**src/hw/rv_pkg.sv**
```systemverilog
// shared widths, opcodes and stage payload types for the rv32i pipeline core
`default_nettype none

package rv_pkg;

	localparam int xlen = 32;

	typedef logic [4:0] reg_addr_t;

	typedef enum logic [2:0] {
		alu_add,
		alu_sub,
		alu_and,
		alu_or,
		alu_slt
	} alu_op_t;

	// operand source for the execute stage
	typedef enum logic [1:0] {
		fwd_rf,
		fwd_mem,
		fwd_wb
	} forward_sel_t;

	// ------------------------------
	// base opcodes
	// ------------------------------
	localparam logic [6:0] opc_op     = 7'b0110011;
	localparam logic [6:0] opc_op_imm = 7'b0010011;
	localparam logic [6:0] opc_load   = 7'b0000011;
	localparam logic [6:0] opc_store  = 7'b0100011;
	localparam logic [6:0] opc_branch = 7'b1100011;

	typedef struct packed {
		logic    reg_write;
		logic    mem_read;
		logic    mem_write;
		logic    mem_to_reg;
		logic    alu_src;
		logic    branch;
		logic    branch_ne;
		alu_op_t alu_op;
	} ctrl_t;

	// ------------------------------
	// stage payloads
	// ------------------------------
	typedef struct packed {
		logic [xlen-1:0] pc;
		logic [xlen-1:0] instr;
	} if_id_t;

	typedef struct packed {
		ctrl_t           ctrl;
		logic [xlen-1:0] pc;
		logic [xlen-1:0] rs1_data;
		logic [xlen-1:0] rs2_data;
		logic [xlen-1:0] immediate;
		reg_addr_t       rs1;
		reg_addr_t       rs2;
		reg_addr_t       rd;
	} id_ex_t;

	typedef struct packed {
		logic            reg_write;
		logic            mem_read;
		logic            mem_write;
		logic            mem_to_reg;
		logic [xlen-1:0] alu_result;
		logic [xlen-1:0] store_data;
		reg_addr_t       rd;
	} ex_mem_t;

	typedef struct packed {
		logic            reg_write;
		logic            mem_to_reg;
		logic [xlen-1:0] alu_result;
		logic [xlen-1:0] load_data;
		reg_addr_t       rd;
	} mem_wb_t;

endpackage

`default_nettype wire

```
**src/hw/rv_hazard_if.sv**
```systemverilog
// stage register tags from the core to the hazard unit and its decisions back
`timescale 1ns/10ps
`default_nettype none

interface rv_hazard_if (input wire logic clk);

	rv_pkg::reg_addr_t    id_rs1, id_rs2;
	rv_pkg::reg_addr_t    ex_rs1, ex_rs2, ex_rd;
	logic                 ex_mem_read;
	rv_pkg::reg_addr_t    mem_rd, wb_rd;
	logic                 mem_reg_write, wb_reg_write;
	rv_pkg::forward_sel_t fwd_a, fwd_b;
	logic                 load_use;

	modport core (
		output id_rs1, id_rs2, ex_rs1, ex_rs2, ex_rd, ex_mem_read,
			mem_rd, mem_reg_write, wb_rd, wb_reg_write,
		input  fwd_a, fwd_b, load_use
	);

	modport hazard (
		input  clk, id_rs1, id_rs2, ex_rs1, ex_rs2, ex_rd, ex_mem_read,
			mem_rd, mem_reg_write, wb_rd, wb_reg_write,
		output fwd_a, fwd_b, load_use
	);

endinterface

`default_nettype wire

```
**src/hw/rv_stage_reg.sv**
```systemverilog
// pipeline boundary register with hold and bubble, one instance per stage boundary
`timescale 1ns/10ps
`default_nettype none

module rv_stage_reg #(
	parameter type payload_t = logic
) (
	input  wire logic clk,
	input  wire logic rst_n,
	input  wire logic hold,
	input  wire logic bubble,
	input  payload_t  d,
	output payload_t  q
);

	// hold beats bubble, bubble beats load
	always_ff @(posedge clk) begin
		if (!rst_n) begin
			q <= '0;
		end else if (hold) begin
			q <= q;
		end else if (bubble) begin
			q <= '0;
		end else begin
			q <= d;
		end
	end

	// a stalled stage must not lose its instruction to a flush
	hold_over_bubble: assert property (@(posedge clk) disable iff (!rst_n)
		(hold && bubble) |=> $stable(q));

endmodule

`default_nettype wire

```
**src/hw/rv_decoder.sv**
```systemverilog
// instruction decode into control fields, alu operation and sign-extended immediate
`timescale 1ns/10ps
`default_nettype none

module rv_decoder (
	input  wire logic [31:0] instr,
	output rv_pkg::ctrl_t    ctrl,
	output logic [31:0]      immediate
);

	logic [6:0] opcode;
	logic [2:0] funct3;
	logic       sub_bit;
	rv_pkg::alu_op_t fn_op;

	assign opcode = instr[6:0];
	assign funct3 = instr[14:12];
	// funct7 only matters for register-register ops, addi may have bit 30 set
	assign sub_bit = (opcode == rv_pkg::opc_op) && instr[30];

	always_comb begin
		case (funct3)
			3'b000: fn_op = sub_bit ? rv_pkg::alu_sub : rv_pkg::alu_add;
			3'b010: fn_op = rv_pkg::alu_slt;
			3'b110: fn_op = rv_pkg::alu_or;
			3'b111: fn_op = rv_pkg::alu_and;
			default: fn_op = rv_pkg::alu_add;
		endcase
	end

	// ------------------------------
	// control fields
	// ------------------------------
	always_comb begin
		ctrl = '0;
		case (opcode)
			rv_pkg::opc_op: begin
				ctrl.reg_write = 1'b1;
				ctrl.alu_op    = fn_op;
			end
			rv_pkg::opc_op_imm: begin
				ctrl.reg_write = 1'b1;
				ctrl.alu_src   = 1'b1;
				ctrl.alu_op    = fn_op;
			end
			rv_pkg::opc_load: begin
				ctrl.reg_write  = 1'b1;
				ctrl.mem_read   = 1'b1;
				ctrl.mem_to_reg = 1'b1;
				ctrl.alu_src    = 1'b1;
			end
			rv_pkg::opc_store: begin
				ctrl.mem_write = 1'b1;
				ctrl.alu_src   = 1'b1;
			end
			rv_pkg::opc_branch: begin
				// compare by subtraction, funct3[0] picks bne
				ctrl.branch    = 1'b1;
				ctrl.branch_ne = funct3[0];
				ctrl.alu_op    = rv_pkg::alu_sub;
			end
			default: ctrl = '0;
		endcase
	end

	// immediate formats, i-type unless store or branch
	always_comb begin
		case (opcode)
			rv_pkg::opc_store:
				immediate = {{20{instr[31]}}, instr[31:25], instr[11:7]};
			rv_pkg::opc_branch:
				immediate = {{19{instr[31]}}, instr[31], instr[7], instr[30:25],
					instr[11:8], 1'b0};
			default:
				immediate = {{20{instr[31]}}, instr[31:20]};
		endcase
	end

endmodule

`default_nettype wire

```
**src/hw/rv_regfile.sv**
```systemverilog
// integer register file, two read ports and one write port with same-cycle bypass
`timescale 1ns/10ps
`default_nettype none

module rv_regfile #(
	parameter int width = 32
) (
	input  wire logic             clk,
	input  wire logic             rst_n,
	input  rv_pkg::reg_addr_t     rs1,
	input  rv_pkg::reg_addr_t     rs2,
	output logic [width-1:0]      rs1_data,
	output logic [width-1:0]      rs2_data,
	input  rv_pkg::reg_addr_t     rd,
	input  wire logic [width-1:0] rd_data,
	input  wire logic             we
);

	// x0 has no storage
	logic [width-1:0] regs [31:1];
	logic             wr_hit;

	assign wr_hit = we && (rd != '0);

	always_ff @(posedge clk) begin
		if (rst_n && wr_hit) begin
			regs[rd] <= rd_data;
		end
	end

	// writeback result visible to decode in the same cycle
	assign rs1_data = (rs1 == '0) ? '0 : (wr_hit && rd == rs1) ? rd_data : regs[rs1];
	assign rs2_data = (rs2 == '0) ? '0 : (wr_hit && rd == rs2) ? rd_data : regs[rs2];

endmodule

`default_nettype wire

```
**src/hw/rv_alu.sv**
```systemverilog
// execute-stage alu for add, sub, and, or and signed slt, with a zero flag for branches
`timescale 1ns/10ps
`default_nettype none

module rv_alu #(
	parameter int width = 32
) (
	input  rv_pkg::alu_op_t        op,
	input  wire logic [width-1:0]  a,
	input  wire logic [width-1:0]  b,
	output logic [width-1:0]       result,
	output logic                   zero
);

	logic less;

	assign less = $signed(a) < $signed(b);

	always_comb begin
		case (op)
			rv_pkg::alu_add: result = a + b;
			rv_pkg::alu_sub: result = a - b;
			rv_pkg::alu_and: result = a & b;
			rv_pkg::alu_or:  result = a | b;
			rv_pkg::alu_slt: result = {{(width-1){1'b0}}, less};
			default:         result = a + b;
		endcase
	end

	// beq/bne look at this after a sub
	assign zero = (result == '0);

endmodule

`default_nettype wire

```
**src/hw/rv_hazard.sv**
```systemverilog
// operand forwarding selection and load-use bubble detection
`timescale 1ns/10ps
`default_nettype none

module rv_hazard (
	rv_hazard_if.hazard hz
);

	// youngest writer wins, x0 never forwards
	function automatic rv_pkg::forward_sel_t pick_src(input rv_pkg::reg_addr_t rs);
		rv_pkg::forward_sel_t sel;
		if (hz.mem_reg_write && hz.mem_rd != '0 && hz.mem_rd == rs) begin
			sel = rv_pkg::fwd_mem;
		end else if (hz.wb_reg_write && hz.wb_rd != '0 && hz.wb_rd == rs) begin
			sel = rv_pkg::fwd_wb;
		end else begin
			sel = rv_pkg::fwd_rf;
		end
		return sel;
	endfunction

	assign hz.fwd_a = pick_src(hz.ex_rs1);
	assign hz.fwd_b = pick_src(hz.ex_rs2);

	// ------------------------------
	// load-use
	// ------------------------------
	// rs2 of i-type instructions may match by accident, costs one spare bubble
	assign hz.load_use = hz.ex_mem_read && (hz.ex_rd != '0) &&
		((hz.ex_rd == hz.id_rs1) || (hz.ex_rd == hz.id_rs2));

	// a load into x0 has nothing to wait for
	no_x0_stall: assert property (@(posedge hz.clk)
		hz.load_use |-> (hz.ex_rd != '0));

endmodule

`default_nettype wire

```
**src/hw/rv_core.sv**
```systemverilog
// five-stage rv32i core top, wired straight to instruction rom and data memory ports
`timescale 1ns/10ps
`default_nettype none

module rv_core #(
	parameter int width = rv_pkg::xlen
) (
	input  wire logic             clk,
	input  wire logic             rst_n,
	output logic [width-3:0]      imem_addr,
	input  wire logic [31:0]      imem_data,
	output logic                  dmem_valid,
	output logic                  dmem_write,
	output logic [width-3:0]      dmem_addr,
	output logic [width-1:0]      dmem_wdata,
	input  wire logic [width-1:0] dmem_rdata,
	input  wire logic             dmem_ready
);

	logic [width-1:0] pc;
	logic             stall;
	logic             take_branch;
	logic [width-1:0] branch_target;

	rv_pkg::if_id_t  if_id_d, if_id_q;
	rv_pkg::id_ex_t  id_ex_d, id_ex_q;
	rv_pkg::ex_mem_t ex_mem_d, ex_mem_q;
	rv_pkg::mem_wb_t mem_wb_d, mem_wb_q;

	rv_pkg::ctrl_t    dec_ctrl;
	logic [31:0]      dec_imm;
	logic [width-1:0] rf_rs1_data, rf_rs2_data;
	logic [width-1:0] op_a, rs2_fwd, op_b;
	logic [width-1:0] alu_result;
	logic             alu_zero;
	logic [width-1:0] wb_data;

	rv_hazard_if hz (.clk(clk));

	// data memory holding back freezes the whole pipe
	assign stall = dmem_valid && !dmem_ready;

	// ------------------------------
	// fetch
	// ------------------------------
	always_ff @(posedge clk) begin
		if (!rst_n) begin
			pc <= '0;
		end else if (stall) begin
			pc <= pc;
		end else if (take_branch) begin
			pc <= branch_target;
		end else if (!hz.load_use) begin
			pc <= pc + width'(4);
		end
	end

	assign imem_addr = pc[width-1:2];
	assign if_id_d = '{pc: pc, instr: imem_data};

	rv_stage_reg #(.payload_t(rv_pkg::if_id_t)) u_if_id (
		.clk(clk), .rst_n(rst_n), .hold(stall || hz.load_use),
		.bubble(take_branch), .d(if_id_d), .q(if_id_q)
	);

	// ------------------------------
	// decode
	// ------------------------------
	rv_decoder u_decoder (.instr(if_id_q.instr), .ctrl(dec_ctrl), .immediate(dec_imm));

	rv_regfile #(.width(width)) u_regfile (
		.clk(clk), .rst_n(rst_n),
		.rs1(if_id_q.instr[19:15]), .rs2(if_id_q.instr[24:20]),
		.rs1_data(rf_rs1_data), .rs2_data(rf_rs2_data),
		.rd(mem_wb_q.rd), .rd_data(wb_data), .we(mem_wb_q.reg_write)
	);

	always_comb begin
		id_ex_d.ctrl      = dec_ctrl;
		id_ex_d.pc        = if_id_q.pc;
		id_ex_d.rs1_data  = rf_rs1_data;
		id_ex_d.rs2_data  = rf_rs2_data;
		id_ex_d.immediate = dec_imm;
		id_ex_d.rs1       = if_id_q.instr[19:15];
		id_ex_d.rs2       = if_id_q.instr[24:20];
		id_ex_d.rd        = if_id_q.instr[11:7];
	end

	// load-use inserts a bubble, a taken branch squashes the decoded instruction
	rv_stage_reg #(.payload_t(rv_pkg::id_ex_t)) u_id_ex (
		.clk(clk), .rst_n(rst_n), .hold(stall),
		.bubble(hz.load_use || take_branch), .d(id_ex_d), .q(id_ex_q)
	);

	// ------------------------------
	// execute
	// ------------------------------
	assign hz.id_rs1        = if_id_q.instr[19:15];
	assign hz.id_rs2        = if_id_q.instr[24:20];
	assign hz.ex_rs1        = id_ex_q.rs1;
	assign hz.ex_rs2        = id_ex_q.rs2;
	assign hz.ex_rd         = id_ex_q.rd;
	assign hz.ex_mem_read   = id_ex_q.ctrl.mem_read;
	assign hz.mem_rd        = ex_mem_q.rd;
	assign hz.mem_reg_write = ex_mem_q.reg_write;
	assign hz.wb_rd         = mem_wb_q.rd;
	assign hz.wb_reg_write  = mem_wb_q.reg_write;

	rv_hazard u_hazard (.hz(hz));

	always_comb begin
		case (hz.fwd_a)
			rv_pkg::fwd_mem: op_a = ex_mem_q.alu_result;
			rv_pkg::fwd_wb:  op_a = wb_data;
			default:         op_a = id_ex_q.rs1_data;
		endcase
		case (hz.fwd_b)
			rv_pkg::fwd_mem: rs2_fwd = ex_mem_q.alu_result;
			rv_pkg::fwd_wb:  rs2_fwd = wb_data;
			default:         rs2_fwd = id_ex_q.rs2_data;
		endcase
	end

	assign op_b = id_ex_q.ctrl.alu_src ? id_ex_q.immediate : rs2_fwd;

	rv_alu #(.width(width)) u_alu (
		.op(id_ex_q.ctrl.alu_op), .a(op_a), .b(op_b), .result(alu_result), .zero(alu_zero)
	);

	// beq on equal, bne on not equal
	assign take_branch = id_ex_q.ctrl.branch && (id_ex_q.ctrl.branch_ne ^ alu_zero);
	assign branch_target = id_ex_q.pc + id_ex_q.immediate;

	assign ex_mem_d = '{reg_write: id_ex_q.ctrl.reg_write, mem_read: id_ex_q.ctrl.mem_read,
		mem_write: id_ex_q.ctrl.mem_write, mem_to_reg: id_ex_q.ctrl.mem_to_reg,
		alu_result: alu_result, store_data: rs2_fwd, rd: id_ex_q.rd};

	rv_stage_reg #(.payload_t(rv_pkg::ex_mem_t)) u_ex_mem (
		.clk(clk), .rst_n(rst_n), .hold(stall), .bubble(1'b0), .d(ex_mem_d), .q(ex_mem_q)
	);

	// ------------------------------
	// memory and writeback
	// ------------------------------
	assign dmem_valid = ex_mem_q.mem_read || ex_mem_q.mem_write;
	assign dmem_write = ex_mem_q.mem_write;
	assign dmem_addr  = ex_mem_q.alu_result[width-1:2];
	assign dmem_wdata = ex_mem_q.store_data;

	assign mem_wb_d = '{reg_write: ex_mem_q.reg_write, mem_to_reg: ex_mem_q.mem_to_reg,
		alu_result: ex_mem_q.alu_result, load_data: dmem_rdata, rd: ex_mem_q.rd};

	rv_stage_reg #(.payload_t(rv_pkg::mem_wb_t)) u_mem_wb (
		.clk(clk), .rst_n(rst_n), .hold(stall), .bubble(1'b0), .d(mem_wb_d), .q(mem_wb_q)
	);

	assign wb_data = mem_wb_q.mem_to_reg ? mem_wb_q.load_data : mem_wb_q.alu_result;

	// request must stay put until the memory takes it
	dmem_hold: assert property (@(posedge clk) disable iff (!rst_n)
		(dmem_valid && !dmem_ready) |=>
			($stable(dmem_addr) && $stable(dmem_wdata) && $stable(dmem_write)));

endmodule

`default_nettype wire

```
**config.mk**
```make
export PLATFORM = sky130hd
export DESIGN_NAME = rv_core
export DESIGN_NICKNAME = d
export VERILOG_FILES = /design/src/hw/rv_pkg.sv /design/src/hw/rv_hazard_if.sv /design/src/hw/rv_stage_reg.sv /design/src/hw/rv_decoder.sv /design/src/hw/rv_regfile.sv /design/src/hw/rv_alu.sv /design/src/hw/rv_hazard.sv /design/src/hw/rv_core.sv
export SDC_FILE = /design/constraint.sdc
export NUM_CORES = 2
export LEC_CHECK = 0
export ABC_AREA = 1
export ABC_CLOCK_PERIOD_IN_PS = 6600
export BUFFER_PORTS_ARGS = -buffer_cell sky130_fd_sc_hd__buf_2
export CELL_PAD_IN_SITES_DETAIL_PLACEMENT = 0
export CELL_PAD_IN_SITES_GLOBAL_PLACEMENT = 1
export CORE_MARGIN = 2
export CORE_UTILIZATION = 49
export CTS_CLUSTER_SIZE = 14
export DETAILED_ROUTE_END_ITERATION = 10
export PLACE_DENSITY_LB_ADDON = 0.2
export SETUP_SLACK_MARGIN = 0.5
export SLEW_MARGIN = 20
export SYNTH_ARGS = -nofsm -noshare
export SYNTH_HDL_FRONTEND = slang
export SYNTH_SLANG_ARGS = --single-unit
```
**constraint.sdc**
```tcl
create_clock -name clk -period 6.6 [get_ports clk]
set_input_delay 1.98 -clock clk [delete_from_list [all_inputs] [get_ports clk]]
set_output_delay 1.98 -clock clk [all_outputs]
set_load 0.01 [all_outputs]
```
* After elaboration in Yosys (flattened, before gate mapping)
Memories as Yosys holds them, arrays and structs flattened. A register that Yosys moved wholly into a read port is not among the register bits.
Cells that the tools add are included.
Widths: inputs -> output; s select.
** Cells by class
- Add/subtract/negate cells :: 4
- Order comparisons :: 1
- Equal/unequal tests :: 25
- Multiplexer cells :: 32
- Bitwise gates (word level) :: 4
- Reductions and logical operators :: 30
** Operators with widths (number)
- $mux 32 :: 8
- $mux 153 :: 1
- $pmux 32 s2 :: 2
- $pmux 32 s4 :: 1
- $add 32x32->32 :: 2
- $mux 64 :: 1
- $eq 5x5->1 :: 8
- $add 32x3->32 const B :: 1
- $and 32x32->32 :: 1
- $logic_not 32->1 :: 1
- $lt 32x32->1 :: 1
- $or 32x32->32 :: 1
- $sub 32x32->32 :: 1
- $pmux 12 s2 :: 1
- $mux 5 :: 4
- $reduce_bool 5->1 :: 3
- $eq 7x6->1 const B :: 2
- $logic_and 1x1->1 :: 14
- $pmux 3 s4 :: 1
- $logic_not 5->1 :: 2
- $mux 2 :: 5
- $eq 3x2->1 const B :: 3
- $eq 3x3->1 const B :: 3
- $eq 7x2->1 const B :: 1
- 16 further kinds :: 28
** Word-level totals
- Register bits after elaboration :: 393
- Memory bits (writable) :: 992
- Bits of input ports :: 67
- Output and inout bits :: 94
- Logic and storage cells :: 127
- Memories kept :: 1
** Memory list
- u_regfile.regs :: words 31, bits a word 32, rd ports 2, clocked after Yosys merged registers in 2, wr ports 1, line rv_regfile.sv:20 : logic [width-1:0] regs [31:1];

* Longest topological paths before layout
- Depth in word-level cells :: 16
- Gate-level depth with buffers :: 40
- Mapped depth without buffers :: 37

* Hierarchy
Synthesis repeated with hierarchy kept, for this count alone.
** Unflattened totals
- Cell total of the unflattened synthesis :: 10802
- Area total of the unflattened synthesis :: 80000.5 sq um
** Modules (own cells, without submodules)
- rv_regfile :: instances 1, cells each 6574, area each 53551.4 sq um, sequential area each 29788.6 sq um
- rv_core :: instances 1, cells each 1145, area each 6527.5 sq um, sequential area each 640.6 sq um
- rv_alu :: instances 1, cells each 1311, area each 6491.2 sq um, sequential area each 0.0 sq um
- rv_stage_reg at u_id_ex :: instances 1, cells each 663, area each 5258.8 sq um, sequential area each 3062.9 sq um
- rv_stage_reg at u_ex_mem :: instances 1, cells each 316, area each 2493.6 sq um, sequential area each 1461.4 sq um
- rv_stage_reg at u_mem_wb :: instances 1, cells each 308, area each 2454.9 sq um, sequential area each 1421.4 sq um
- rv_stage_reg at u_if_id :: instances 1, cells each 277, area each 2187.1 sq um, sequential area each 1281.2 sq um
- rv_hazard :: instances 1, cells each 125, area each 553.0 sq um, sequential area each 0.0 sq um
- rv_decoder :: instances 1, cells each 83, area each 483.0 sq um, sequential area each 0.0 sq um

* Least setup slack after synthesis
No wires, ideal clock.
- Path type :: register to register
- From :: register u_ex_mem.q[1] in the netlist's numbering
- To :: register (tool-made name)
- Arrival :: 4.774 ns
- Required time :: 6.464 ns
- Path slack :: 1.690 ns
- Cell stages (with the launch flop) :: 36
- Buffers on the path :: 3
- Cell sequence :: dfxtp_1 > inv_1 > nand2_1 > o41ai_1 > inv_1 > nand2_1 > clkinv_1 > nor2_1 > clkbuf_1 > nand2_1 > o221ai_1 > nand2_1 > o21ai_0 > inv_1 > ha_1 > fa_1 > nand3_1 > nand3_1 > nand3_1 > nand3b_1 > nor2_1 > nor2_1 > nor3_2 > nand2_1 > nor2_1 > nand2_1 > nor2_2 > nand3_1 > nand2_2 > nand3_4 > nand2_1 > inv_2 > buf_4 > buf_4 > nand2_1 > a21oi_1
** RTL lines
- start: declaration :: line rv_stage_reg.sv:13 : output payload_t q
- start signal: assignment :: line rv_stage_reg.sv:21 : q <= q;

* Worst setup path after layout
- From :: register u_id_ex.q[8] in the netlist's numbering
- To :: register u_if_id.q[24] in the netlist's numbering
** Between the ends
- Longest elaborated chain between the ends :: 13
- Elaborated cells between the ends (all ways) :: 20
- Classes of those cells :: add/sub: 2; order compare: 1; eq/ne: 4; mux: 6; bitwise: 3; reduce/logical: 4
** RTL lines
- start: declaration :: line rv_stage_reg.sv:13
- start signal: assignment :: line rv_stage_reg.sv:21
- $eq 5x5->1 :: line rv_hazard.sv:14 : end else if (hz.wb_reg_write && hz.wb_rd != '0 && hz.wb_rd == rs) begin
- $logic_and 1x1->1 :: line rv_hazard.sv:14
- $mux 2 :: line rv_hazard.sv:14
- $mux 2 * :: line rv_hazard.sv:12 : if (hz.mem_reg_write && hz.mem_rd != '0 && hz.mem_rd == rs) begin
- $eq 2x2->1 / $eq 2x1->1 (equally long branches) :: line rv_core.sv:117 : case (hz.fwd_b)
- $pmux 32 s2 * :: line rv_core.sv:117
- $mux 32 * :: line rv_core.sv:124 : assign op_b = id_ex_q.ctrl.alu_src ? id_ex_q.immediate : rs2_fwd;
- $add 32x32->32, or another cell as far along :: line rv_alu.sv:21, rv_alu.sv:26
- $pmux 32 s4 * :: line rv_alu.sv:20 : case (op)
- $logic_not 32->1 * :: line rv_alu.sv:31 : assign zero = (result == '0);
- $xor 1x1->1 * :: line rv_core.sv:131 : assign take_branch = id_ex_q.ctrl.branch && (id_ex_q.ctrl.branch_ne ^ alu_zero);
- $logic_and 1x1->1 * :: line rv_core.sv:131
- $mux 64 * :: line rv_stage_reg.sv:22 : end else if (bubble) begin
- end signal: assignment :: line rv_stage_reg.sv:21
- end: declaration :: line rv_stage_reg.sv:13
Every way passes the cells marked *; elsewhere a longest branch is shown, timed or not.
A chain may end at the register's enable or synchronous reset.

==> impl_summary.txt <==
----------------------------------------------------
[Outcome]
  Result of the run ... finished clean

[Worst setup path]
  Worst flop-to-flop path startpoint ... u_id_ex.q[8]
  Number of cells on the worst reg-to-reg path ... 32
  Worst reg2reg path endpoint ... u_if_id.q[24]
  Startpoint of the worst setup timing path ... u_id_ex.q[8]
  Crit path max fanout ... 20
  Worst-path cell with the longest stage delay ... sky130_fd_sc_hd__ha_1
  Critical Path Sink Type ... flip-flop
  Data arrival, critical path ... 6.47 ns
  Critical path destination ... u_if_id.q[24]
  Crit path kind ... flip-flop to flip-flop
  Required time of the critical path ... 7.26 ns
  Most frequent cell on the critical path ... sky130_fd_sc_hd__nand2_1
  Setup slack, reg-to-reg ... 0.78 ns
  Kind of launch point of the worst setup path ... flip-flop
  Crit path largest cell delay ... 0.50 ns

[Timing]
  Final Critical Period ... 5.82 ns
  Final Max Slew Viols ... 0
  Final setup violation count ... 0
  Fin. Hold Viols ... 0
  Worst slew pin tran ... 1.23 ns
  Max-slew headroom ... 0.177
  Worst clock skew ... 0.0463 ns
  Hold Slack ... 0.455 ns
  Sum of negative setup slack ... 0 ns
  Maximum frequency from static timing analysis ... 172 MHz
  Worst-case setup margin in the final layout ... 0.785 ns
  RSZ-0062 raised after global routing ... no
  Final period util ... 0.881

[Global route]
  GRT Total Usage ... 0.362
  Maximum number of pins on one net before global-route repair ... 182
  Sum of overflow across all layers after global routing ... 0
  Via count of the first global-routing pass ... 61293
  First-pass GRT wire length ... 411000 um
  Initial antenna violation count ... 3

[Route]
  Vias after detailed routing ... 66592
  Total wire length after detailed routing ... 285000 um
  Wire length on met1 ... 115000 um
  Detail Route met3 WL ... 28400 um
  Met2 routed WL ... 127000 um
  Drt first-iter violations ... 9321
  Antenna-violating nets left ... 0
  First-pass detailed-route iteration total ... 8
  Number of DRC violations after detailed routing ... 0
  Uppermost signal routing layer after detailed routing ... met5
  WL per Instance ... 26.7 um
  Average vias per placed instance ... 6.25

[Synth]
  Synth Area in Compound Gates ... 0.232
  Proportion of register bits with asynchronous set or reset after synthesis ... 0
  Seq/Total Area, Yosys ... 0.510
  Mux contribution to synthesized area ... 0.000153
  Number of enable flip-flop cells after synthesis ... 992
  Register bit total from synthesis ... 1374
  Area share of and/or/nand/nor cells after synthesis ... 0.138
  Count of unique library cells instantiated by Yosys ... 53
  Cell area after synthesis ... 73400 um2
  Mapped Avg Cell Area ... 8.37 um2
  Gate count of the mapped netlist ... 8764
  Number of nets in the synthesized netlist ... 8964
  Xor and xnor fraction of the mapped netlist area ... 0.0117
  Adder-cell share of the synthesized area ... 0.0230
  Top flip-flop cell by instance count after synthesis ... sky130_fd_sc_hd__edfxtp_1
  Synth Warn # ... 0
  Main combinational cell family by area after synthesis ... compound AO/OA/AOI/OAI gates

[Die]
  Initial Utilization ... 0.495
  Placeable core region ... 148000 um2
  Count of standard-cell rows ... 141
  IO Count ... 161
  Overall die area ... 153000 um2
  Vert. Die Dim ... 391 um
  Die span in x ... 391 um

[Power and ir drop]
  Switching Fraction ... 0.295
  Power density of the placed cells ... 265 nW/um2
  Sequential Power Share ... 0.450
  Internal ... 15200 uW
  Combinational share of power ... 0.161
  Overall Power ... 21600 uW
  Switching pwr ... 6370 uW
  P_leak ... 0.0311 uW
  Part of the power in the clock network ... 0.389
  VDD IR-drop max ... 0.232 mV

[Layout]
  Finished Cell Area ... 81300 um2
  Antenna diode count ... 0
  Layout cells sized above 1 ... 0.0923
  Net total in the final layout ... 8803
  Area growth from synthesis to layout ... 10.9%

[Place]
  Port Buffers ... 160
  Setup slack at placement ... 0.252 ns
  Global placement routability congestion ... 1.02
  Cell area reported after detailed placement ... 76000 um2
  DP Wirelength ... 176000 um

[Clock network]
  Clock sinks ... 1374
  Clock Pin Slew Worst Setup and Hold Paths ... 0.06 ns
  Clock tree from TritonCTS ... built
  Clk root buf ... sky130_fd_sc_hd__clkbuf_16
  Insertion delay to the later sink of the worst-skew pair ... 0.83 ns
  Hold bufs inserted after CTS ... 0
  Num CTS Buffers ... 152
  H-Tree Level Count ... 4
  Max Buffers Root-to-Sink ... 3

[Job]
  Max-cap violation count ... 0

[Worst hold path]
  Class of the most critical hold timing path ... flip-flop to flip-flop

----------------------------------------------------
[cells by family after synthesis]
logic type	Yosys count
AO/OA/AOI/OAI	3105
AND/OR/NAND/NOR	2522
buffers and inverters	1531
flip-flops	1374
adder cells (fa/ha/maj)	133
XOR/XNOR	98
multiplexers	1
[power groups by stage]
| stage | Combinational [uW] | Clock [uW] | Sequential, uW |
|---|---|---|---|
| 6_report | 3480 | 8400 | 9700 |
| 5_1_grt | 3730 | 8770 | 9700 |
| 4_1_cts | 3300 | 8450 | 9700 |
| 3_5_place_dp | 3280 | 0 | 9880 |
| 3_3_place_gp | 3270 | 0 | 9880 |
| 2_1_floorplan | 2060 | 0 | 9760 |
[Yosys cell counts (9+ instances only)]
cell | n | area, um2
sky130_fd_sc_hd__o21ai_0 | 1673 | 8370
sky130_fd_sc_hd__nand2_1 | 1243 | 4670
sky130_fd_sc_hd__edfxtp_1 | 992 | 29800
sky130_fd_sc_hd__a21oi_1 | 900 | 4500
sky130_fd_sc_hd__nor2_1 | 894 | 3360
sky130_fd_sc_hd__inv_1 | 788 | 2960
sky130_fd_sc_hd__clkbuf_1 | 537 | 2020
sky130_fd_sc_hd__dfxtp_1 | 382 | 7650
sky130_fd_sc_hd__nand3_1 | 246 | 1230
sky130_fd_sc_hd__o221ai_1 | 182 | 1590
sky130_fd_sc_hd__ha_1 | 130 | 1630
sky130_fd_sc_hd__o211ai_1 | 111 | 833
sky130_fd_sc_hd__buf_4 | 104 | 781
sky130_fd_sc_hd__o22ai_1 | 97 | 607
sky130_fd_sc_hd__xor2_1 | 77 | 674
sky130_fd_sc_hd__a211oi_1 | 70 | 526
sky130_fd_sc_hd__nand4_1 | 62 | 388
sky130_fd_sc_hd__buf_1 | 39 | 146
sky130_fd_sc_hd__buf_2 | 39 | 195
sky130_fd_sc_hd__a221oi_1 | 34 | 298
sky130_fd_sc_hd__nor3_1 | 33 | 165
sky130_fd_sc_hd__xnor2_1 | 21 | 184
sky130_fd_sc_hd__inv_2 | 10 | 37.5
sky130_fd_sc_hd__nor4_1 | 10 | 62.6
sky130_fd_sc_hd__clkinv_1 | 9 | 33.8
[critical path, delay by kind of cell, from the launching register on]
kind	cells	cell delay [ns]
compound gates	3	0.54
xor+xnor	1	0.17
fa+ha+maj	1	0.50
buf+inv	8	1.17
flops	1	0.34
simple gates	19	2.88
[registers in the layout, summed over array words and instances, names as in the netlist, named ones only]
| name | count |
|---|---|
| u_if_id.q | 64 |
| u_mem_wb.q | 71 |
| u_regfile.regs | 992 |
| u_ex_mem.q | 72 |
| u_id_ex.q | 133 |
| pc | 32 |
[how the worst min path moves through the flow]
stage,startpoint,cells past startpoint,end
6_report,u_if_id.q[62],2,u_id_ex.q[141]
3_5_place_dp,u_if_id.q[58],2,u_id_ex.q[137]
2_1_floorplan,u_mem_wb.q[10],2,u_mem_wb.q[10]
4_1_cts,u_if_id.q[62],2,u_id_ex.q[141]
5_1_grt,u_if_id.q[27],2,u_id_ex.q[22]
3_3_place_gp,u_if_id.q[34],2,u_id_ex.q[113]
[through the flow]
step | util | std cells
2_1_floorplan | - | 8764
3_3_place_gp | 0.512 | 10368
3_5_place_dp | 0.513 | 10369
4_1_cts | 0.545 | 10648
5_1_grt | 0.549 | 10656
6_report | 0.549 | 10656
[placed cells by master, fill, tap and decap left out, types with 179 or more instances in the layout]
cell type	count
sky130_fd_sc_hd__a21oi_1	896
sky130_fd_sc_hd__buf_4	214
sky130_fd_sc_hd__dfxtp_1	370
sky130_fd_sc_hd__edfxtp_1	992
sky130_fd_sc_hd__inv_1	775
sky130_fd_sc_hd__nand2_1	1231
sky130_fd_sc_hd__nand3_1	237
sky130_fd_sc_hd__nor2_1	850
sky130_fd_sc_hd__o21ai_0	1650
sky130_fd_sc_hd__o221ai_1	179
[layout make-up]
type | instances | area [um2]
Clock inverter | 74 | 677
Tap cell | 1930 | 2410
Clock buffer | 203 | 4130
Sequential cell | 1374 | 37500
Fill cell | 13471 | 66900
Timing Repair Buffer | 409 | 3140
Multi-Input combinational cell | 5859 | 30400
Inverter | 807 | 3070
[per-layer routing]
metal,track usage,vias to the layer above
met1,0.499,32077
met3,0.0644,682
met4,0.175,4
met5,0,-
li1,-,30118
met2,0.551,3711
[repair_timing]
item                                    in CTS  in global routing
pin swaps                                    1                  7
endpoints found under the setup margin     229                239
endpoints found under the hold margin        0                  0
buffers inserted                             2                  6
gates resized for setup                     16                112
No activity file was read; power rests on OpenSTA's default activity.
